File: config.mk
export PLATFORM = sky130hd
export DESIGN_NAME = sector_buffer
export DESIGN_NICKNAME = d
export VERILOG_FILES = /design/src/periph_pkg.sv /design/src/sector_buffer.sv
export VERILOG_INCLUDE_DIRS = /design/src
export SDC_FILE = /design/constraint.sdc
export NUM_CORES = 2
export LEC_CHECK = 0
export BUFFER_PORTS_ARGS = -buffer_cell sky130_fd_sc_hd__buf_2
export CORE_MARGIN = 2
export CORE_UTILIZATION = 35
export CTS_CLUSTER_DIAMETER = 30
export CTS_CLUSTER_SIZE = 10
export DETAILED_ROUTE_END_ITERATION = 7
export PLACE_DENSITY_LB_ADDON = 0.2
export SLEW_MARGIN = 30
export SYNTH_ARGS = -nofsm -noshare
export SYNTH_HDL_FRONTEND = slang
export SYNTH_SLANG_ARGS = --single-unit
File: constraint.sdc
create_clock -name CLOCK_50 -period 2.7 [get_ports CLOCK_50]
set_clock_uncertainty 0.05 [all_clocks]
set_input_delay 0.27 -clock CLOCK_50 [delete_from_list [all_inputs] [get_ports CLOCK_50]]
set_output_delay 0.27 -clock CLOCK_50 [all_outputs]
set_load 0.01 [all_outputs]
File: src/soc_cfg.svh
`ifndef SOC_CFG_SVH
`define SOC_CFG_SVH

// bus slave address map
// all addresses are full 64-bit bus addresses

// data ram window
// starts at zero, one word per 4 bytes
`define RAM_BASE        64'h0000_0000_0000_0000
// depth in 32-bit words
`define RAM_WORDS       3072
// window size in bytes
`define RAM_BYTES       (4 * `RAM_WORDS)

// keyboard
// last ascii code, read only
`define KEY_ADDR        64'h0000_0000_1000_0000

// console
// write pushes low word out as one strobe
`define UART_ADDR       64'h0000_0000_1000_0008

// sd card control block
// sector number register
`define SDC_SECTOR_ADDR 64'h0000_0000_2000_0000
// write here to start a sector read
`define SDC_READ_ADDR   64'h0000_0000_2000_0008
// controller ready level, bit 0
`define SDC_READY_ADDR  64'h0000_0000_2000_0010
// full sector in buffer, bit 0
`define SDC_AVAIL_ADDR  64'h0000_0000_2000_0018

// sector buffer window
// one byte per address
`define SDC_BUF_BASE    64'h0000_0000_2000_1000
// bytes per sector
`define SECTOR_BYTES    512

`endif

File: src/periph_pkg.sv
package periph_pkg;

    // single data byte
    typedef logic [7:0] byte_t;

    // byte position inside a 512-byte sector
    typedef logic [8:0] sector_idx_t;

    // sd card sector number
    typedef logic [31:0] sector_addr_t;

    // interrupt number seen by the cpu
    typedef logic [3:0] irq_vec_t;

    // keyboard output
    // pressed is a level, held while the key is down
    typedef struct packed {
        byte_t ascii;
        logic  pressed;
    } key_event_t;

    // sd controller read stream
    // new byte on each rising byte_available
    typedef struct packed {
        logic  byte_available;
        byte_t dout;
    } sd_stream_t;

endpackage

File: src/sector_buffer.sv
`timescale 1ns/1ps
`include "soc_cfg.svh"

module sector_buffer
    import periph_pkg::*;
(
    input  logic        CLOCK_50,
    input  logic        wr_en,
    input  sector_idx_t wr_idx,
    input  byte_t       wr_data,
    input  sector_idx_t rd_idx,
    output byte_t       rd_data
);
    // one sector of sd data
    byte_t mem [`SECTOR_BYTES];

    // fill side
    always_ff @(posedge CLOCK_50) begin
        if (wr_en) begin
            mem[wr_idx] <= wr_data;
        end
    end

    // bus side, registered
    always_ff @(posedge CLOCK_50) begin
        rd_data <= mem[rd_idx];
    end

endmodule

==> impl_metrics.tcl <==
set metrics [dict create \
    gr-usage-all-layers_pct 20.1 \
    wl_per_cell_um 28.4 \
    place.gp.congestion 0.870 \
    netlist_instances 8030 \
    max_freq_mhz 376 \
    slew_violations 0 \
    ys_ff_latch 4104 \
    synth_area_per_cell_um2 19.9 \
    setup_viol 0 \
    die-area_mm2 0.462 \
    clock_path_buffers 4 \
    top_level_ports 36 \
    core_mm2 0.456 \
    drt_iter0_markers 8728 \
    grt_antenna_before_repair 14 \
    tns_ps 0 \
    synth-main-ff-cell "edfxtp_1" \
    ant_nets 0 \
    layout.cells.non_filler 16696 \
    htree_levels 6 \
    fin_crit_sh_pct 98.6 \
    synth.most_common_cell "edfxtp_1" \
    end_kind "flop" \
    startpoint_type "flop" \
    maxCapViolations 0 \
    dr.pass1.iters 5 \
    yosys-top-cells-count "edfxtp_1 (4096), mux2i_1 (797), mux4_2 (654)" \
    ys_warn_count 0 \
    worst_pin_slew_ps 973 \
    vias_per_cell 5.31 \
    ys_seq_area_share_pct 77.0 \
    syn-num-nets 8058 \
    synth_cell_types 51 \
    grt_pass1_wl_um 674000 \
    rsz0062_at_grt "no" \
    grt_overflow 0 \
    portBuffers 35 \
    p_clk_share_pct 56.6 \
    worstPathArrival_ps 3590 \
    die_x_um 680 \
    finalNetCount 10005 \
    grt_max_degree 137 \
    hold_viol 0 \
    switchingPower_mw 39.4 \
    syn_to_final_growth_pct 30.1 \
    vias 88576 \
    yosys-top-cells-area "edfxtp_1 (77%), mux4_2 (9.2%), mux2i_1 (5.0%), o221ai_1 (2.0%), nor2_1 (1.4%)" \
    place_hpwl_um 308000 \
    clkSinkCount 4104 \
    cts_root_buf "clkbuf_16" \
    max_slew_margin_pct 34.9 \
    grt_pass1_vias 91323 \
    initial_core_util_pct 35.1 \
    worstSkewPairLatency_ps 1130 \
    rows 248 \
    dpl.cell_count 15137 \
    status "finished clean" \
    drive_above_1_share_pct 34.3 \
    syn_area_mm2 0.160 \
    cp.required_ps 3630 \
    p_leak_nw 71.0 \
    async_flop_share_pct 0 \
    p_comb_share_pct 4.3 \
    cts_setup_buffers 0 \
    drc_errors 0 \
    cts_tree "yes" \
    finalCriticalPeriod_ps 2660 \
    cts_made_buffers 820 \
    worst-setup-path-type "reg -> reg" \
    sequentialPowerShare_pct 39.1 \
    switching_share_pct 21.9 \
    worstPathMaxFanout 1 \
    hold_class "in -> reg" \
    powerDensity_mw_per_mm2 866 \
    intPower_mw 141 \
    yosysTopAreaCellShare_pct 76.9 \
    die_y_um 680 \
    yosysTopAreaCell "edfxtp_1" \
    clkSlewWorstSetupHoldPaths_ps 50 \
    synth-edff-count 4096 \
    ir_worst_vdd_mv 0.694 \
    wl_um 474000 \
]
==> worst paths after layout <==
kind / startpoint / endpoint / slack (ps) / depth (start not counted)
worst max register to register: mem[60][6] / rd_data[6] / 40 / 8
worst min-delay path: wr_idx[7] / mem[319][5] / 90 / 5
worst max-delay path: mem[60][6] / rd_data[6] / 40 / 8
worst min register to register: mem[374][1] / rd_data[1] / 1200 / 7
==> state kept, by name (all words and copies together), names as in the netlist <==
name / cells
rd_data: 8
mem: 4096
==> worst max-delay path, cell delays in order (launching register included) <==
cell,delay [ps]
edfxtp_1,370
mux4_2,500
a2111oi_1,690
buf_4,220
a211oi_1,60
o311a_1,160
nor4b_4,150
buf_6,160
o2111a_1,140
==> layer usage <==
layer,vias to the layer above,track usage (%),wire (um)
met4,4,5.75,12800
met2,3313,33.2,231000
li1,37778,-,-
met1,46783,27.6,202000
met3,698,3.19,29300
met5,-,0,34
==> power groups by stage <==
stage               combinational (mW)  sequential (mW)  clock (mW)
finish                            7.78             70.4         102
global route                      8.17             70.3         106
CTS                               7.85             70.4         103
detailed placement                7.80             71.6           0
global placement                  7.72             71.6           0
floorplan                         3.34             71.6           0
==> cells in the final DEF, fill, tap and decap left out, types with 10 or more instances in the layout <==
cell type / instances
edfxtp_1: 4096
buf_4: 1395
clkbuf_16: 824
mux2i_1: 797
mux4_2: 654
nor2_1: 595
o221ai_1: 370
a21oi_1: 194
buf_12: 189
o22ai_1: 163
clkinv_2: 135
bufinv_16: 117
o21ai_0: 116
nor3_1: 107
clkinv_1: 100
nand2_1: 96
clkinvlp_4: 92
clkbuf_1: 92
clkinv_4: 68
a22oi_1: 61
inv_6: 56
nand3_1: 32
nand4_1: 32
nor4_1: 25
buf_2: 23
and2_1: 19
clkinv_8: 19
a211oi_1: 17
clkinv_16: 17
dlygate4sd3_1: 17
o31ai_1: 13
nand2_4: 12
inv_16: 12
buf_8: 10
==> layout make-up <==
cell class / instances / area [um^2]
multi-input cells: 3410 / 34200
clock inverters: 616 / 7400
diodes: 8 / 20.0
fillers: 38348 / 248000
inverters: 3 / 18.8
flip-flops and latches: 4104 / 123000
well taps: 6000 / 7510
repair buffers: 1638 / 14800
clock buffers: 917 / 21000
==> cells by family (layout without fill, tap and decap cells) <==
family,after synthesis,in the layout,share of synthesized area [%]
simple gates,980,980,2.63
mux,1451,1451,14.2
buf+inv,516,3174,1.85
compound gates,979,979,4.31
other cells,0,8,0
flops,4104,4104,77.0
==> stage by stage <==
step                worst slack, ps  utilization [%]  instance area [um^2]  power (mW)  hold WS (ps)
finish                         38.8             45.7                208000         180          91.0
global route                   17.8             45.7                208000         185          80.1
CTS                            5.04             45.6                208000         181          6.52
detailed placement            -1420             39.4                179000        79.4           664
global placement              -1560             39.3                179000        79.3           667
floorplan                       408                -                160000        74.9           319
==> repair_timing <==
action	4_1_cts	5_1_grt
gates resized for setup	14	8
pin swaps	0	5
hold endpoints to repair	3628	0
hold buffers	17	0
endpoints found under the setup margin	7	6
(Power assumes the default switching activity.)
