===== src/soc_cfg.svh =====
`ifndef SOC_CFG_SVH
`define SOC_CFG_SVH

// bus slave address map
// all addresses are full 64-bit bus addresses

// data ram window
// starts at zero, one word per 4 bytes
`define RAM_BASE        64'h0000_0000_0000_0000
// depth in 32-bit words
`define RAM_WORDS       3072
// window size in bytes
`define RAM_BYTES       (4 * `RAM_WORDS)

// keyboard
// last ascii code, read only
`define KEY_ADDR        64'h0000_0000_1000_0000

// console
// write pushes low word out as one strobe
`define UART_ADDR       64'h0000_0000_1000_0008

// sd card control block
// sector number register
`define SDC_SECTOR_ADDR 64'h0000_0000_2000_0000
// write here to start a sector read
`define SDC_READ_ADDR   64'h0000_0000_2000_0008
// controller ready level, bit 0
`define SDC_READY_ADDR  64'h0000_0000_2000_0010
// full sector in buffer, bit 0
`define SDC_AVAIL_ADDR  64'h0000_0000_2000_0018

// sector buffer window
// one byte per address
`define SDC_BUF_BASE    64'h0000_0000_2000_1000
// bytes per sector
`define SECTOR_BYTES    512

`endif


===== src/periph_pkg.sv =====
package periph_pkg;

    // single data byte
    typedef logic [7:0] byte_t;

    // byte position inside a 512-byte sector
    typedef logic [8:0] sector_idx_t;

    // sd card sector number
    typedef logic [31:0] sector_addr_t;

    // interrupt number seen by the cpu
    typedef logic [3:0] irq_vec_t;

    // keyboard output
    // pressed is a level, held while the key is down
    typedef struct packed {
        byte_t ascii;
        logic  pressed;
    } key_event_t;

    // sd controller read stream
    // new byte on each rising byte_available
    typedef struct packed {
        logic  byte_available;
        byte_t dout;
    } sd_stream_t;

endpackage


===== src/sector_fill_counter.sv =====
`timescale 1ns/1ps
`include "soc_cfg.svh"

module sector_fill_counter
    import periph_pkg::*;
(
    input  logic        CLOCK_50,
    input  logic        KEY0,
    input  sd_stream_t  sd_stream,
    output logic        wr_en,
    output sector_idx_t wr_idx,
    output byte_t       wr_data,
    output logic        sector_avail
);
    logic        avail_d;
    logic        byte_edge;
    sector_idx_t count;

    // rising byte_available marks a new byte
    assign byte_edge = sd_stream.byte_available && !avail_d;

    always_ff @(posedge CLOCK_50 or negedge KEY0) begin
        if (!KEY0) begin
            avail_d      <= 1'b0;
            count        <= '0;
            wr_en        <= 1'b0;
            sector_avail <= 1'b0;
        end else begin
            avail_d <= sd_stream.byte_available;
            wr_en   <= byte_edge;
            if (byte_edge) begin
                // wraps at 512 by width
                count <= count + 9'd1;
                // first byte of the next sector
                if (count == '0) begin
                    sector_avail <= 1'b0;
                end
            end
            // last byte of the sector goes into the buffer now
            if (wr_en && wr_idx == sector_idx_t'(`SECTOR_BYTES - 1)) begin
                sector_avail <= 1'b1;
            end
        end
    end

    // byte and its slot, written one cycle behind the stream
    always_ff @(posedge CLOCK_50) begin
        if (byte_edge) begin
            wr_idx  <= count;
            wr_data <= sd_stream.dout;
        end
    end

    // each write follows a low then high byte_available
    assert property (@(posedge CLOCK_50) disable iff (!KEY0)
        wr_en |-> $past(sd_stream.byte_available) && !$past(sd_stream.byte_available, 2));

endmodule


===== config.mk =====
export PLATFORM = sky130hd
export DESIGN_NAME = sector_fill_counter
export DESIGN_NICKNAME = d
export VERILOG_FILES = /design/src/periph_pkg.sv /design/src/sector_fill_counter.sv
export VERILOG_INCLUDE_DIRS = /design/src
export SDC_FILE = /design/constraint.sdc
export NUM_CORES = 1
export LEC_CHECK = 0
export ABC_AREA = 1
export BUFFER_PORTS_ARGS = -buffer_cell sky130_fd_sc_hd__buf_2
export CORE_MARGIN = 1.5
export CORE_UTILIZATION = 50
export CTS_CLUSTER_SIZE = 12
export DETAILED_ROUTE_END_ITERATION = 12
export PLACE_DENSITY = 0.76
export RECOVER_POWER = 25
export SYNTH_ARGS = -nofsm -noshare
export SYNTH_HDL_FRONTEND = slang
export SYNTH_SLANG_ARGS = --single-unit

===== constraint.sdc =====
create_clock -name CLOCK_50 -period 1.48 [get_ports CLOCK_50]
set_input_delay 0.148 -clock CLOCK_50 [delete_from_list [all_inputs] [get_ports CLOCK_50]]
set_output_delay 0.148 -clock CLOCK_50 [all_outputs]
set_load 0.01 [all_outputs]

==> results of run 1 <==
==> area by class of cell <==
cell class / instances / area, µm²
tap: 28 / 35.0
fill: 171 / 684
clock inverter: 1 / 3.75
sequential: 29 / 811
timing repair buffer: 40 / 264
inverter: 12 / 45.0
multi-input combinational: 52 / 282
clock buffer: 7 / 45.0
==> power groups by stage <==
stage	Sequential, µW	Combinational (µW)	Clock, µW
after floorplan	1130	189	0
after global placement	1140	313	0
after detailed placement	1140	321	0
after CTS	1130	339	438
after global routing	1150	389	472
final	1120	339	422
==> state kept, by name (all words and copies together) (netlist names) <==
register / cells
sector_avail: 1
wr_data: 8
wr_en: 1
count: 9
avail_d: 1
wr_idx: 9
==> final timing paths <==
| kind | from | end | slack [ns] | cells past startpoint |
|---|---|---|---|---|
| min in group CLOCK_50 | count[8] | wr_idx[8] | 0.52 | 0 |
| setup reg to reg | count[0] | count[8] | 0.19 | 8 |
| hold / removal | KEY0 | avail_d | 0.37 | 2 |
| setup / recovery | count[0] | count[8] | 0.19 | 8 |
| hold reg to reg | count[8] | wr_idx[8] | 0.52 | 0 |
| max in group asynchronous | KEY0 | wr_en | 0.68 | 2 |
==> worst max-delay path, stage by stage, from the launching register on <==
cell and delay [ns]:
dfrtp_1 0.43, ha_1 0.25, inv_1 0.06, nor2_1 0.15, nand2_1 0.08, nand2_1 0.07, nand2_1 0.05, nand2_1 0.06
nand2_1 0.05
==> logic make-up (layout without fill, tap and decap cells) <==
group	count (synthesis)	after routing
AO/OA/AOI/OAI	4	4
XOR/XNOR	4	4
adder cells (fa/ha/maj)	2	2
buffers and inverters	12	60
flip-flops	29	29
AND/OR/NAND/NOR	42	42
==> what timing repair did <==
item | 4_1_cts | 5_1_grt
gates resized for setup | 0 | 0
endpoints found under the hold margin | 18 | 3
hold buffers | 7 | 3
==> metal layers <==
layer,GRT usage,up-vias,share of wire
met5,0,-,0
met4,0.104,0,0.0078
met3,0.0536,2,0.076
met2,0.250,33,0.44
met1,0.228,379,0.48
li1,-,397,-
==> stage by stage <==
step           cell area (µm²)   util  setup slack [ns]
2_1_floorplan             1140      -             0.186
3_3_place_gp              1340  0.616             0.307
3_5_place_dp              1340  0.616             0.230
4_1_cts                   1460  0.671             0.206
5_1_grt                   1490  0.685            0.0951
6_report                  1490  0.685             0.190
==> layout by cell type, fill, tap and decap left out <==
cell type | netlist | layout
buf_12 | 0 | 1
buf_2 | 0 | 28
clkbuf_1 | 0 | 3
clkbuf_4 | 0 | 5
clkinv_1 | 0 | 1
dfrtp_1 | 12 | 12
dlygate4sd3_1 | 0 | 10
edfxtp_1 | 17 | 17
ha_1 | 2 | 2
inv_1 | 11 | 11
inv_2 | 1 | 1
nand2_1 | 22 | 22
nand2_4 | 1 | 1
nand3_1 | 7 | 7
nand3b_1 | 1 | 1
nand4_1 | 1 | 1
nor2_1 | 7 | 7
nor2_4 | 2 | 2
nor3_2 | 1 | 1
o21ai_0 | 3 | 3
o21ai_1 | 1 | 1
xnor2_1 | 1 | 1
xor2_1 | 3 | 3
==> run summary, run 1 <==
Worst EP required = 1.69 ns
cells after synthesis = 93
Power Dens Cells = 1270 mW/mm²
Compound-Gate Fraction of Synth Area = 0.0176
syn_area_per_cell = 12.2 µm²
top_reg_cell synth = edfxtp_1
Final Hold Viols = 0
H-tree depth = 2
postcts setup bufs = 0
leak pwr = 0.000680 µW
max-slew headroom at the worst pin = 0.552
Remaining DRCs = 0
kind of critical path = flip-flop to flip-flop
Clock transition at path regs = 0.08 ns
vias per cell = 4.80
Seq pwr share = 0.595
placer congestion estimate = 0.828
CTS sink cnt = 29
Final ANT Viol Nets = 0
RSZ-0062 raised after global routing = no
Pre-Repair DR Iteration Count = 4
Worst Path Arrival = 1.50 ns
clk_lat worst skew = 0.31 ns
minimum clock period = 1.29 ns
Congestion Overflow GR = 0
Clock Path Buffers = 2
synthesized flop and latch total = 29
Logic pwr share = 0.180
status = finished, final reports clean
post-DP HPWL = 1.37 mm
Worst Hold Class = input pin to asynchronous set/reset pin
CTS Buf Count = 5
final std cells w/o fill = 169
DR iter-0 viols = 18
vias = 811
max-slew violation count = 0
Netlist cell types = 17
Fin Setup TNS = 0 ns
Max Cap Viol = 0
P_sw = 548 µW
post-synthesis mux area share = 0
Mapped Area = 0.00114 mm²
startpoint types = flip-flop
Die ar. = 0.00257 mm²
Post-synth EDFFs = 17
fraction of registers with async set/reset = 0.414
TritonCTS clock tree = done
Crit Path Max Fanout = 5
Clk pwr share = 0.224
count leader, synth = nand2_1
Peak Freq = 0.775 GHz
worst vdd ir = 0.912 mV
largest family of logic cells by synthesized area = simple AND/OR/NAND/NOR gates
vias in the first global route = 707
Die Y = 50.7 µm
dominant cell type by area after synthesis = edfxtp_1
Setup-failing EPs final = 0
row count = 17
root buffer cell = clkbuf_4
total power = 1880 µW
I/O pin count = 30
first-pass GRT wire length = 3.05 mm
Port Buffer Count = 29
drt total wl = 1.92 mm
total core area = 0.00217 mm²
Worst Hold Margin = 0.367 ns
Tcrit/Tclk final = 0.872
Die Span X = 50.7 µm
Crit. End Element = flip-flop
n_diodes = 0
Pint = 1330 µW
synthesis warning total = 0
initial antenna violation count = 0
Yosys top cell area share = 0.449
Starting Density = 0.524
Synth Area in Simple Gates = 0.177
top cells by area, synth = edfxtp_1, dfrtp_1, nand2_1, inv_1, nand3_1
Seq/Total Area, Yosys = 0.713
XOR/XNOR Fraction of Synth Area = 0.0308
Cells after DPL = 151
DR WL/cell = 11.4 µm
fin nets = 153
worst-case clock skew = 0.00589 ns
synthesis-to-layout area growth = 30.6%
Worst-Margin Slew = 0.672 ns
synth cell count leaders = nand2_1, edfxtp_1, dfrtp_1
layout cells sized above 1 = 0.277
Adder-Cell Fraction of Synth Area = 0.0220
Switching Fraction = 0.291
syn_nets = 106
largest net degree at the start of global routing = 17
gr usage total = 0.172
No activity file was read; power rests on OpenSTA's default activity.
==> run 2: changes to the inputs <==
--- a/config.mk
+++ b/config.mk
@@ -9,10 +9,10 @@
 export ABC_AREA = 1
 export BUFFER_PORTS_ARGS = -buffer_cell sky130_fd_sc_hd__buf_2
 export CORE_MARGIN = 1.5
-export CORE_UTILIZATION = 50
+export CORE_UTILIZATION = 45
 export CTS_CLUSTER_SIZE = 12
 export DETAILED_ROUTE_END_ITERATION = 12
-export PLACE_DENSITY = 0.76
+export PLACE_DENSITY = 0.73
 export RECOVER_POWER = 25
 export SYNTH_ARGS = -nofsm -noshare
 export SYNTH_HDL_FRONTEND = slang
==> constraint.sdc (replaced) <==
create_clock -name CLOCK_50 -period 1.05 [get_ports CLOCK_50]
set_input_delay 0.105 -clock CLOCK_50 [delete_from_list [all_inputs] [get_ports CLOCK_50]]
set_output_delay 0.105 -clock CLOCK_50 [all_outputs]
set_load 0.01 [all_outputs]
==> run 2 against run 1 <==
Via count increased by 1.6%. The flow now finishes with violations (setup timing). Critical path type unchanged. Worst hold slack lost 0.22 ns. Non-clock buffer count is 8 higher.
==> run summary, run 2 (synthesized netlist as in run 1, its figures left out) <==
Starting Density = 0.468
gr usage total = 0.172
Power Dens Cells = 1860 mW/mm²
leak pwr = 0.000731 µW
final std cells w/o fill = 179
Pre-Repair DR Iteration Count = 4
Crit. End Element = flip-flop
CTS sink cnt = 29
kind of critical path = flip-flop to flip-flop
Fill cells = 199
Crit Path Max Fanout = 6
failing checks = setup timing
CP max stage cell = dfrtp_1
Seq pwr share = 0.532
Cells after DPL = 159
Remaining DRCs = 0
largest net degree at the start of global routing = 13
commonest cells after routing, fill and taps aside = buf_2, nand2_1, edfxtp_1
vias in the first global route = 761
drt total wl = 2.10 mm
Worst Hold Margin = 0.152 ns
fin nets = 161
Setup-failing EPs final = 22
commonest non-fill, non-tap cell in the layout = buf_2
first-pass GRT wire length = 3.20 mm
Worst Path Arrival = 1.13 ns
placer congestion estimate = 0.775
Max Cap Viol = 0
fin area = 0.00162 mm²
n_diodes = 0
initial antenna violation count = 0
Clock Path Buffers = 2
layout cells sized above 1 = 0.409
vias per cell = 4.60
max incr delay on CP = 0.42 ns
TritonCTS clock tree = done
max-slew violation count = 0
vias = 824
minimum clock period = 1.09 ns
root buffer cell = clkbuf_4
status = finished, violations left
P_sw = 899 µW
DR iter-0 viols = 5
RSZ-0062 raised after global routing = yes
CTS Buf Count = 5
Pint = 2120 µW
Worst-Margin Slew = 0.684 ns
Critical Path, Cell by Cell = nor2_4 > buf_4
Clock transition at path regs = 0.08 ns
PnR worst setup slack = -0.0410 ns
row count = 18
max-slew headroom at the worst pin = 0.544
Tcrit/Tclk final = 1.04
biggest registers after layout = count x9, wr_idx x9, wr_data x8
Clk pwr share = 0.225
Peak Freq = 0.917 GHz
Final Hold Viols = 0
Final ANT Viol Nets = 0
DR WL/cell = 11.8 µm
Die Y = 53.3 µm
worst-case clock skew = 0.00719 ns
Congestion Overflow GR = 0
total core area = 0.00243 mm²
startpoint types = flip-flop
Die Span X = 53.3 µm
H-tree depth = 2
post-DP HPWL = 1.57 mm
Placed Area = 0.00138 mm²
I/O pin count = 30
Die ar. = 0.00284 mm²
clk_lat worst skew = 0.32 ns
Port Buffer Count = 29
Worst Hold Class = input pin to flip-flop
Worst EP required = 1.09 ns
worst vdd ir = 1.52 mV
Switching Fraction = 0.298
synthesis-to-layout area growth = 42.2%
Logic pwr share = 0.242
-- run 2: stage by stage --
stage           util  setup slack [ns]  setup TNS, ns  total power, µW
3_5_place_dp   0.565           -0.0907         -0.768             2150
6_report       0.665           -0.0410         -0.651             3020
5_1_grt        0.665            -0.120          -1.97             3200
2_1_floorplan      -            -0.218          -2.83             1870
3_3_place_gp   0.565           -0.0352         -0.451             2110
4_1_cts        0.657           -0.0623         -0.875             3010
-- run 2: layer usage --
layer,routed length (µm),up-vias,global-route usage
met2,1000,34,0.284
met1,929,374,0.187
met5,0,-,0
met3,153,2,0.0593
li1,-,414,-
met4,19,0,0.103
-- run 2: cell type report --
cell class,count,area [µm²],share of cell area
tap,30,37.5,0.0232
multi-input combinational,52,340,0.210
timing repair buffer,48,319,0.197
inverter,12,45.0,0.0278
sequential,29,817,0.505
clock buffer,8,58.8,0.0363
-- run 2: worst max-delay path: cells and delay by family, from the launching register on --
family                 cells  cell delay (ns)
and+or+nand+nor            1             0.21
buffers and inverters      1             0.18
DFF                        1             0.42
-- run 2: worst paths after layout --
path | end | cells after the start | slack [ns] | startpoint
setup / recovery | wr_idx[8] | 2 | -0.04 | avail_d
hold / removal | count[8] | 4 | 0.15 | sd_stream[8]
setup reg to reg | wr_idx[8] | 2 | -0.04 | avail_d
hold reg to reg | sector_avail | 2 | 0.52 | sector_avail
max in group asynchronous | count[2] | 2 | 0.25 | KEY0
min in group asynchronous | sector_avail | 2 | 0.32 | KEY0
-- run 2: power by group through the flow --
| stage | logic [µW] | registers, µW | clock network [µW] |
|---|---|---|---|
| 4_1_cts | 717 | 1590 | 700 |
| 6_report | 731 | 1610 | 679 |
| 3_3_place_gp | 527 | 1580 | 0 |
| 2_1_floorplan | 269 | 1600 | 0 |
| 5_1_grt | 812 | 1640 | 754 |
| 3_5_place_dp | 558 | 1590 | 0 |
-- run 2: what timing repair did --
action                     4_1_cts  5_1_grt
hold endpoints to repair        21        0
pin swaps                        7        1
setup endpoints to repair       22       26
buffers inserted                 0        2
resized for setup               15        5
hold buffers                    10        0
