File: src/soc_cfg.svh
`ifndef SOC_CFG_SVH
`define SOC_CFG_SVH

// bus slave address map
// all addresses are full 64-bit bus addresses

// data ram window
// starts at zero, one word per 4 bytes
`define RAM_BASE        64'h0000_0000_0000_0000
// depth in 32-bit words
`define RAM_WORDS       3072
// window size in bytes
`define RAM_BYTES       (4 * `RAM_WORDS)

// keyboard
// last ascii code, read only
`define KEY_ADDR        64'h0000_0000_1000_0000

// console
// write pushes low word out as one strobe
`define UART_ADDR       64'h0000_0000_1000_0008

// sd card control block
// sector number register
`define SDC_SECTOR_ADDR 64'h0000_0000_2000_0000
// write here to start a sector read
`define SDC_READ_ADDR   64'h0000_0000_2000_0008
// controller ready level, bit 0
`define SDC_READY_ADDR  64'h0000_0000_2000_0010
// full sector in buffer, bit 0
`define SDC_AVAIL_ADDR  64'h0000_0000_2000_0018

// sector buffer window
// one byte per address
`define SDC_BUF_BASE    64'h0000_0000_2000_1000
// bytes per sector
`define SECTOR_BYTES    512

`endif

File: src/bus_pkg.sv
package bus_pkg;

    // bus address and data
    typedef logic [63:0] addr_t;
    typedef logic [63:0] dword_t;

    // ram side
    typedef logic [31:0] word_t;
    // 3072 words need 12 bits
    typedef logic [11:0] word_idx_t;
    // one bit per byte of a word
    typedef logic [3:0]  lane_mask_t;

    // load/store width code
    // stores reuse the low codes: sb=lb, sh=lh, sw=lw, sd=ld
    typedef enum logic [2:0] {
        ls_lb  = 3'b000,
        ls_lh  = 3'b001,
        ls_lw  = 3'b010,
        ls_ld  = 3'b011,
        ls_lbu = 3'b100,
        ls_lhu = 3'b101,
        ls_lwu = 3'b110
    } ls_type_t;

    // processor request
    typedef struct packed {
        addr_t    addr;
        dword_t   wdata;
        logic     rd_en;
        logic     wr_en;
        ls_type_t ls;
    } bus_req_t;

    // one ram access per cycle
    typedef struct packed {
        word_idx_t  idx;
        word_t      wdata;
        lane_mask_t lanes;
        logic       we;
    } ram_port_t;

    // access sequencer states
    typedef enum logic [2:0] {
        st_idle,
        st_rd_ram,
        st_rd_hi,
        st_rd_buf,
        st_wr_hi
    } bus_state_t;

endpackage

File: src/periph_pkg.sv
package periph_pkg;

    // single data byte
    typedef logic [7:0] byte_t;

    // byte position inside a 512-byte sector
    typedef logic [8:0] sector_idx_t;

    // sd card sector number
    typedef logic [31:0] sector_addr_t;

    // interrupt number seen by the cpu
    typedef logic [3:0] irq_vec_t;

    // keyboard output
    // pressed is a level, held while the key is down
    typedef struct packed {
        byte_t ascii;
        logic  pressed;
    } key_event_t;

    // sd controller read stream
    // new byte on each rising byte_available
    typedef struct packed {
        logic  byte_available;
        byte_t dout;
    } sd_stream_t;

endpackage

File: src/bus_access_fsm.sv
`timescale 1ns/1ps
`include "soc_cfg.svh"

module bus_access_fsm
    import bus_pkg::*, periph_pkg::*;
(
    input  logic         CLOCK_50,
    input  logic         KEY0,
    input  bus_req_t     bus_req,
    output dword_t       bus_rdata,
    output logic         bus_read_done,
    output logic         bus_write_done,
    output ram_port_t    ram,
    input  word_t        ram_rdata,
    output sector_idx_t  buf_idx,
    input  byte_t        buf_rdata,
    input  byte_t        key_ascii,
    input  logic         sd_ready,
    input  logic         sector_avail,
    output logic         uart_write,
    output word_t        uart_data,
    output sector_addr_t sd_sector,
    output logic         sd_rd_start
);
    bus_state_t state;
    addr_t      ram_off;
    addr_t      buf_off;
    word_idx_t  word_idx;
    logic [1:0] byte_off;
    logic       ram_sel;
    logic       buf_sel;
    logic       key_sel;
    logic       uart_sel;
    logic       sec_sel;
    logic       start_sel;
    logic       ready_sel;
    logic       avail_sel;
    logic       rd_pend;
    logic       wr_pend;

    // region decode, addr is held for the whole access
    assign ram_off   = bus_req.addr - `RAM_BASE;
    assign buf_off   = bus_req.addr - `SDC_BUF_BASE;
    assign ram_sel   = (bus_req.addr >= `RAM_BASE) && (bus_req.addr < `RAM_BASE + `RAM_BYTES);
    assign buf_sel   = (bus_req.addr >= `SDC_BUF_BASE) &&
                       (bus_req.addr < `SDC_BUF_BASE + `SECTOR_BYTES);
    assign key_sel   = (bus_req.addr == `KEY_ADDR);
    assign uart_sel  = (bus_req.addr == `UART_ADDR);
    assign sec_sel   = (bus_req.addr == `SDC_SECTOR_ADDR);
    assign start_sel = (bus_req.addr == `SDC_READ_ADDR);
    assign ready_sel = (bus_req.addr == `SDC_READY_ADDR);
    assign avail_sel = (bus_req.addr == `SDC_AVAIL_ADDR);
    assign word_idx  = ram_off[13:2];
    assign byte_off  = bus_req.addr[1:0];
    assign buf_idx   = buf_off[8:0];

    // idle with done low is the decode cycle right after the enable
    assign rd_pend = (state == st_idle) && !bus_read_done;
    assign wr_pend = (state == st_idle) && !bus_write_done;

    always_comb begin
        ram.idx   = word_idx;
        ram.wdata = bus_req.wdata[31:0];
        ram.lanes = 4'b1111;
        ram.we    = 1'b0;
        // second word of ld/sd
        // in st_rd_ram this prefetches the high word for ld
        if (state == st_rd_ram || state == st_wr_hi) begin
            ram.idx = word_idx + 12'd1;
        end
        if (wr_pend && ram_sel) begin
            ram.we = 1'b1;
            case (bus_req.ls)
                ls_lb: begin
                    // byte copied to every lane, mask picks one
                    ram.wdata = {4{bus_req.wdata[7:0]}};
                    ram.lanes = 4'b0001 << byte_off;
                end
                ls_lh: begin
                    ram.wdata = {2{bus_req.wdata[15:0]}};
                    ram.lanes = byte_off[1] ? 4'b1100 : 4'b0011;
                end
                default: ram.lanes = 4'b1111;
            endcase
        end
        if (state == st_wr_hi) begin
            ram.we    = 1'b1;
            ram.wdata = bus_req.wdata[63:32];
        end
    end

    always_ff @(posedge CLOCK_50 or negedge KEY0) begin
        if (!KEY0) begin
            state          <= st_idle;
            bus_read_done  <= 1'b1;
            bus_write_done <= 1'b1;
            uart_write     <= 1'b0;
            sd_rd_start    <= 1'b0;
            sd_sector      <= '0;
        end else begin
            // strobes are single cycle
            uart_write  <= 1'b0;
            sd_rd_start <= 1'b0;
            if (bus_req.rd_en) begin
                bus_read_done <= 1'b0;
            end
            if (bus_req.wr_en) begin
                bus_write_done <= 1'b0;
            end
            case (state)
                st_idle: begin
                    if (rd_pend) begin
                        // ram and buffer wait for their registered read
                        if (ram_sel) begin
                            state <= st_rd_ram;
                        end else if (buf_sel) begin
                            state <= st_rd_buf;
                        end else begin
                            bus_read_done <= 1'b1;
                        end
                    end
                    if (wr_pend) begin
                        if (ram_sel && bus_req.ls == ls_ld) begin
                            state <= st_wr_hi;
                        end else begin
                            bus_write_done <= 1'b1;
                        end
                        uart_write  <= uart_sel;
                        sd_rd_start <= start_sel;
                        if (sec_sel) begin
                            sd_sector <= bus_req.wdata[31:0];
                        end
                    end
                end
                st_rd_ram: begin
                    if (bus_req.ls == ls_ld) begin
                        state <= st_rd_hi;
                    end else begin
                        state         <= st_idle;
                        bus_read_done <= 1'b1;
                    end
                end
                st_rd_hi, st_rd_buf: begin
                    state         <= st_idle;
                    bus_read_done <= 1'b1;
                end
                st_wr_hi: begin
                    state          <= st_idle;
                    bus_write_done <= 1'b1;
                end
                default: state <= st_idle;
            endcase
        end
    end

    // read data and console word
    always_ff @(posedge CLOCK_50) begin
        if (rd_pend && !ram_sel && !buf_sel) begin
            // unmapped reads return zero
            bus_rdata <= '0;
            if (key_sel) begin
                bus_rdata <= {56'd0, key_ascii};
            end
            if (ready_sel) begin
                bus_rdata <= {63'd0, sd_ready};
            end
            if (avail_sel) begin
                bus_rdata <= {63'd0, sector_avail};
            end
        end
        if (state == st_rd_ram) begin
            if (bus_req.ls == ls_ld) begin
                bus_rdata[31:0] <= ram_rdata;
            end else begin
                // zero fill, no sign extension
                bus_rdata <= {32'd0, ram_rdata >> {byte_off, 3'b000}};
            end
        end
        if (state == st_rd_hi) begin
            bus_rdata[63:32] <= ram_rdata;
        end
        if (state == st_rd_buf) begin
            bus_rdata <= {56'd0, buf_rdata};
        end
        if (wr_pend && uart_sel) begin
            uart_data <= bus_req.wdata[31:0];
        end
    end

    // processor never asks for a read and a write at once
    assert property (@(posedge CLOCK_50) disable iff (!KEY0)
        !(bus_req.rd_en && bus_req.wr_en));

    // a ram write always touches at least one lane
    assert property (@(posedge CLOCK_50) disable iff (!KEY0)
        ram.we |-> (ram.lanes != 4'b0000));

endmodule

File: config.mk
export PLATFORM = sky130hd
export DESIGN_NAME = bus_access_fsm
export DESIGN_NICKNAME = d
export VERILOG_FILES = /design/src/bus_pkg.sv /design/src/periph_pkg.sv /design/src/bus_access_fsm.sv
export VERILOG_INCLUDE_DIRS = /design/src
export SDC_FILE = /design/constraint.sdc
export NUM_CORES = 1
export LEC_CHECK = 0
export BUFFER_PORTS_ARGS = -buffer_cell sky130_fd_sc_hd__buf_4
export CAP_MARGIN = 20
export CORE_AREA = 2 2 147 149
export CTS_CLUSTER_DIAMETER = 50
export DETAILED_ROUTE_END_ITERATION = 6
export DIE_AREA = 0 0 149 151
export PLACE_DENSITY_LB_ADDON = 0.12
export SLEW_MARGIN = 30
export SYNTH_ARGS = -nofsm -noshare
export SYNTH_HDL_FRONTEND = slang
export SYNTH_SLANG_ARGS = --single-unit
File: constraint.sdc
create_clock -name CLOCK_50 -period 4.3 [get_ports CLOCK_50]
set_input_delay 1.29 -clock CLOCK_50 [delete_from_list [all_inputs] [get_ports CLOCK_50]]
set_output_delay 1.29 -clock CLOCK_50 [all_outputs]
set_load 0.01 [all_outputs]
==> flow_summary_export.csv <==
group,metric,value,unit
synthesis,yosysTopAreaCellShare,16.5,%
timing,skew,0.0145,ns
timing,grt_setup_unrepaired,"true",
finish,mostFrequentLayoutCell,"buf_4",
detailed_routing,dr.pass1.iters,5,
synthesis,ys_ff_latch,135,
synthesis,ys_top_cells_by_area,"edfxtp_1, dfxtp_1, dfrtp_1",
finish,fill_cells,1987,
synthesis,yosysWarnings,0,
timing,fin_ws,-0.0987,ns
cts,cts_buffers,17,
placed_design,dp.cells,1409,
synthesis,syn_nets,988,
critical_path,critical_path_arrival,3.11,ns
synthesis,netlist_instances,800,
placed_design,detailedPlace.worstSlack,-0.302,ns
power_and_ir_drop,p_per_area,310,nW/um^2
floorplan,initial_core_util,35.0,%
synthesis,synthSimpleGateAreaFrac,20.0,%
critical_path,crit_fanout,20,
floorplan,dieArea,22500,sq um
synthesis,synth_seq_area_share,45.2,%
power_and_ir_drop,ir_worst_vdd,0.000271,V
floorplan,num_rows,53,
cts,cts_tree,"yes",
placed_design,gp_congestion,0.860,
job,max-cap-violations,0,
critical_path,crit_slowest_cell,"or4_4",
timing,tightestPinTransition,0.861,ns
floorplan,die_w,149,um
timing,fin_setup_tns,-2.00,ns
critical_path,path_cells,"buf_6 -> nor4_4 -> buf_4 -> nand4_4 -> or4_4 -> nor2_4 -> buf_12 -> o211ai_1 -> buf_4",
detailed_routing,vias,7622,
placed_design,place.port_buffers,374,
timing,setup_violations,28,
timing,fmax,0.227,GHz
synthesis,muxShareOfSynthArea,6.17,%
cts,numClockSinks,135,
grt,grt_pass1_wl,44300,um
detailed_routing,post_drt_wl_per_cell,20.9,um
cts,htreeDepth,4,
timing,period_share,102,%
synthesis,synth-async-reset-ratio,28.9,%
floorplan,io_pins,375,
critical_path,path_common_cell,"buf_4",
critical_path,worstPathRequired,3.01,ns
detailed_routing,vias_per_cell,5.28,
grt,grt-ovfl-total,0,
placed_design,placed_cell_area,10400,sq um
finish,drive_gt1_share,43.6,%
cts,cts_hold_buf,0,
finish,stdcell_area,11200,sq um
cts,clk_pin_slew,0.06,ns
synthesis,syn-cell-area,7300,sq um
critical_path,cp-end-kind,"output pin",
worst_hold_path,min_path_type,"reg2reg",
timing,whs,0.466,ns
timing,period_needed,4.40,ns
synthesis,synth_top_family_by_area,"compound AO/OA/AOI/OAI gates",
cts,clockBufferDepth,2,
floorplan,coreArea,20800,sq um
timing,slew_headroom,42.6,%
grt,antenna_found_initial,0,
cts,clk_latency,0.43,ns
synthesis,ys.flop_type,"dfxtp_1",
finish,fin_nets,1342,
finish,area_delta_synth_final,53.4,%
grt,grt_max_degree,57,
run_status,status,"complete, but fails checks",
critical_path,critPathKind,"in2out",
grt,first_global_vias,7264,
run_status,violations,"negative setup slack",
detailed_routing,drt_first_iter_violations,363,
power_and_ir_drop,leakage,5.04,nW
critical_path,start_kind,"input port",
cts,postCtsSetupBuffers,0,
finish,fin_cells,1443,
timing,report.final.slew_viol_count,0,
detailed_routing,totalWireLength,30100,um
cts,cts_root_buf,"clkbuf_16",
timing,hold_viol_final,0,
synthesis,ys_types,53,
synthesis,synth.avg_cell_area,9.12,sq um
detailed_routing,route.detailed.drc,0,
grt,track_usage,26.3,%
finish,final_cell_mix,"buf_4, nand2_1, a21oi_1",
synthesis,synth-edff-count,40,
synthesis,synth_top_cell_by_area,"edfxtp_1",
synthesis,synth-xor-area-share,1.44,%
placed_design,place_hpwl,22700,um
detailed_routing,postRouteAntennaNets,0,
critical_path,max_stage_delay,0.59,ns
synthesis,synthAdderAreaFrac,0.514,%
synthesis,synth_compound_area_share,21.3,%
floorplan,die_y,151,um
per-layer routing:
layer,global-route usage [%],share of wire (%),routed length (um)
met5,0,0,0
met4,12.4,3.8,1160
met3,7.23,7.7,2330
met2,46.0,50,15200
met1,29.8,38,11500
cell type report:
cell class | instances | area (sq um) | share of cell area, %
timing repair buffer | 410 | 3120 | 27.9
multi-input combinational | 575 | 3780 | 33.8
antenna | 1 | 2.50 | 0.0224
clock buffer | 18 | 429 | 3.83
clock inverter | 14 | 160 | 1.43
inverter | 15 | 56.3 | 0.503
sequential | 135 | 3300 | 29.5
tap | 275 | 344 | 3.07
flip-flops by register name, indices dropped and copies added (netlist names):
name and flops:
uart_write 1, state 3, sd_rd_start 1, bus_write_done 1
bus_rdata 64, sd_sector 32, uart_data 32, bus_read_done 1
synthesized netlist by cell type (all sizes together), types with 6 or more instances:
cell,n
o221ai,7
edfxtp,40
nor2b,6
o21ai,46
dfxtp,56
o2bb2ai,8
dfrtp,37
mux2,40
nand3,29
and2,35
a21o,8
nor2,33
nor4,18
inv,14
nor3,6
clkbuf,47
a31oi,16
o211ai,16
nand4,24
a21oi,62
xnor2,8
a221oi,9
nand2,114
buf,28
o21a,42
a32oi,9
a22o,6
worst paths after layout:
| check | depth (start not counted) | to | slack, ns | from |
|---|---|---|---|---|
| worst max register to register | 6 | bus_rdata[1]$_DFFE_PP_ | 1.70 | state[2]$_DFF_PN0_ |
| worst min register to register | 1 | bus_rdata[15]$_SDFFE_PP0P_ | 0.47 | bus_rdata[15]$_SDFFE_PP0P_ |
| worst min-delay path | 1 | bus_rdata[15]$_SDFFE_PP0P_ | 0.47 | bus_rdata[15]$_SDFFE_PP0P_ |
| worst max-delay path | 9 | ram[19] | -0.1 | bus_req[113] |
| min in group asynchronous | 1 | sd_sector[7]$_DFFE_PN0P_ | 0.84 | KEY0 |
| max in group asynchronous | 1 | sd_sector[9]$_DFFE_PN0P_ | 3.06 | KEY0 |
critical path, delay by kind of cell:
family,cells,cell delay [ns]
compound gates,1,0.12
simple gates,4,1.09
buf+inv,4,0.59
power by group:
group / switching [W] / total (W) / leakage (nW) / internal, W
Clock: 0.000606 / 0.00148 / 0.283 / 0.000870
Combinational: 0.000355 / 0.000616 / 3.40 / 0.000261
Sequential: 0.0000174 / 0.00137 / 1.36 / 0.00136
Total: 0.000979 / 0.00347 / 5.04 / 0.00249
cells by family (layout without fill, tap and decap cells):
group,count (synthesis),count (layout)
xor gates and xnor gates,12,12
DFF,135,135
muxes,40,40
and+or+nand+nor,284,284
other,0,1
buffers and inverters,90,457
adders and majority gates,3,3
AOI/OAI and AO/OA,236,236
what timing repair did:
action	4_1_cts	5_1_grt
endpoints found under the setup margin	29	29
pin swaps	2	3
resized for setup	23	6
gates cloned	1	0
per-stage QoR:
stage	total power [W]	utilization (%)
detailed placement	0.00200	50.1
global placement	0.00200	50.1
CTS	0.00349	53.6
floorplan	0.00164	-
global route	0.00360	53.7
finish	0.00347	53.7
(Power assumes the default switching activity.)
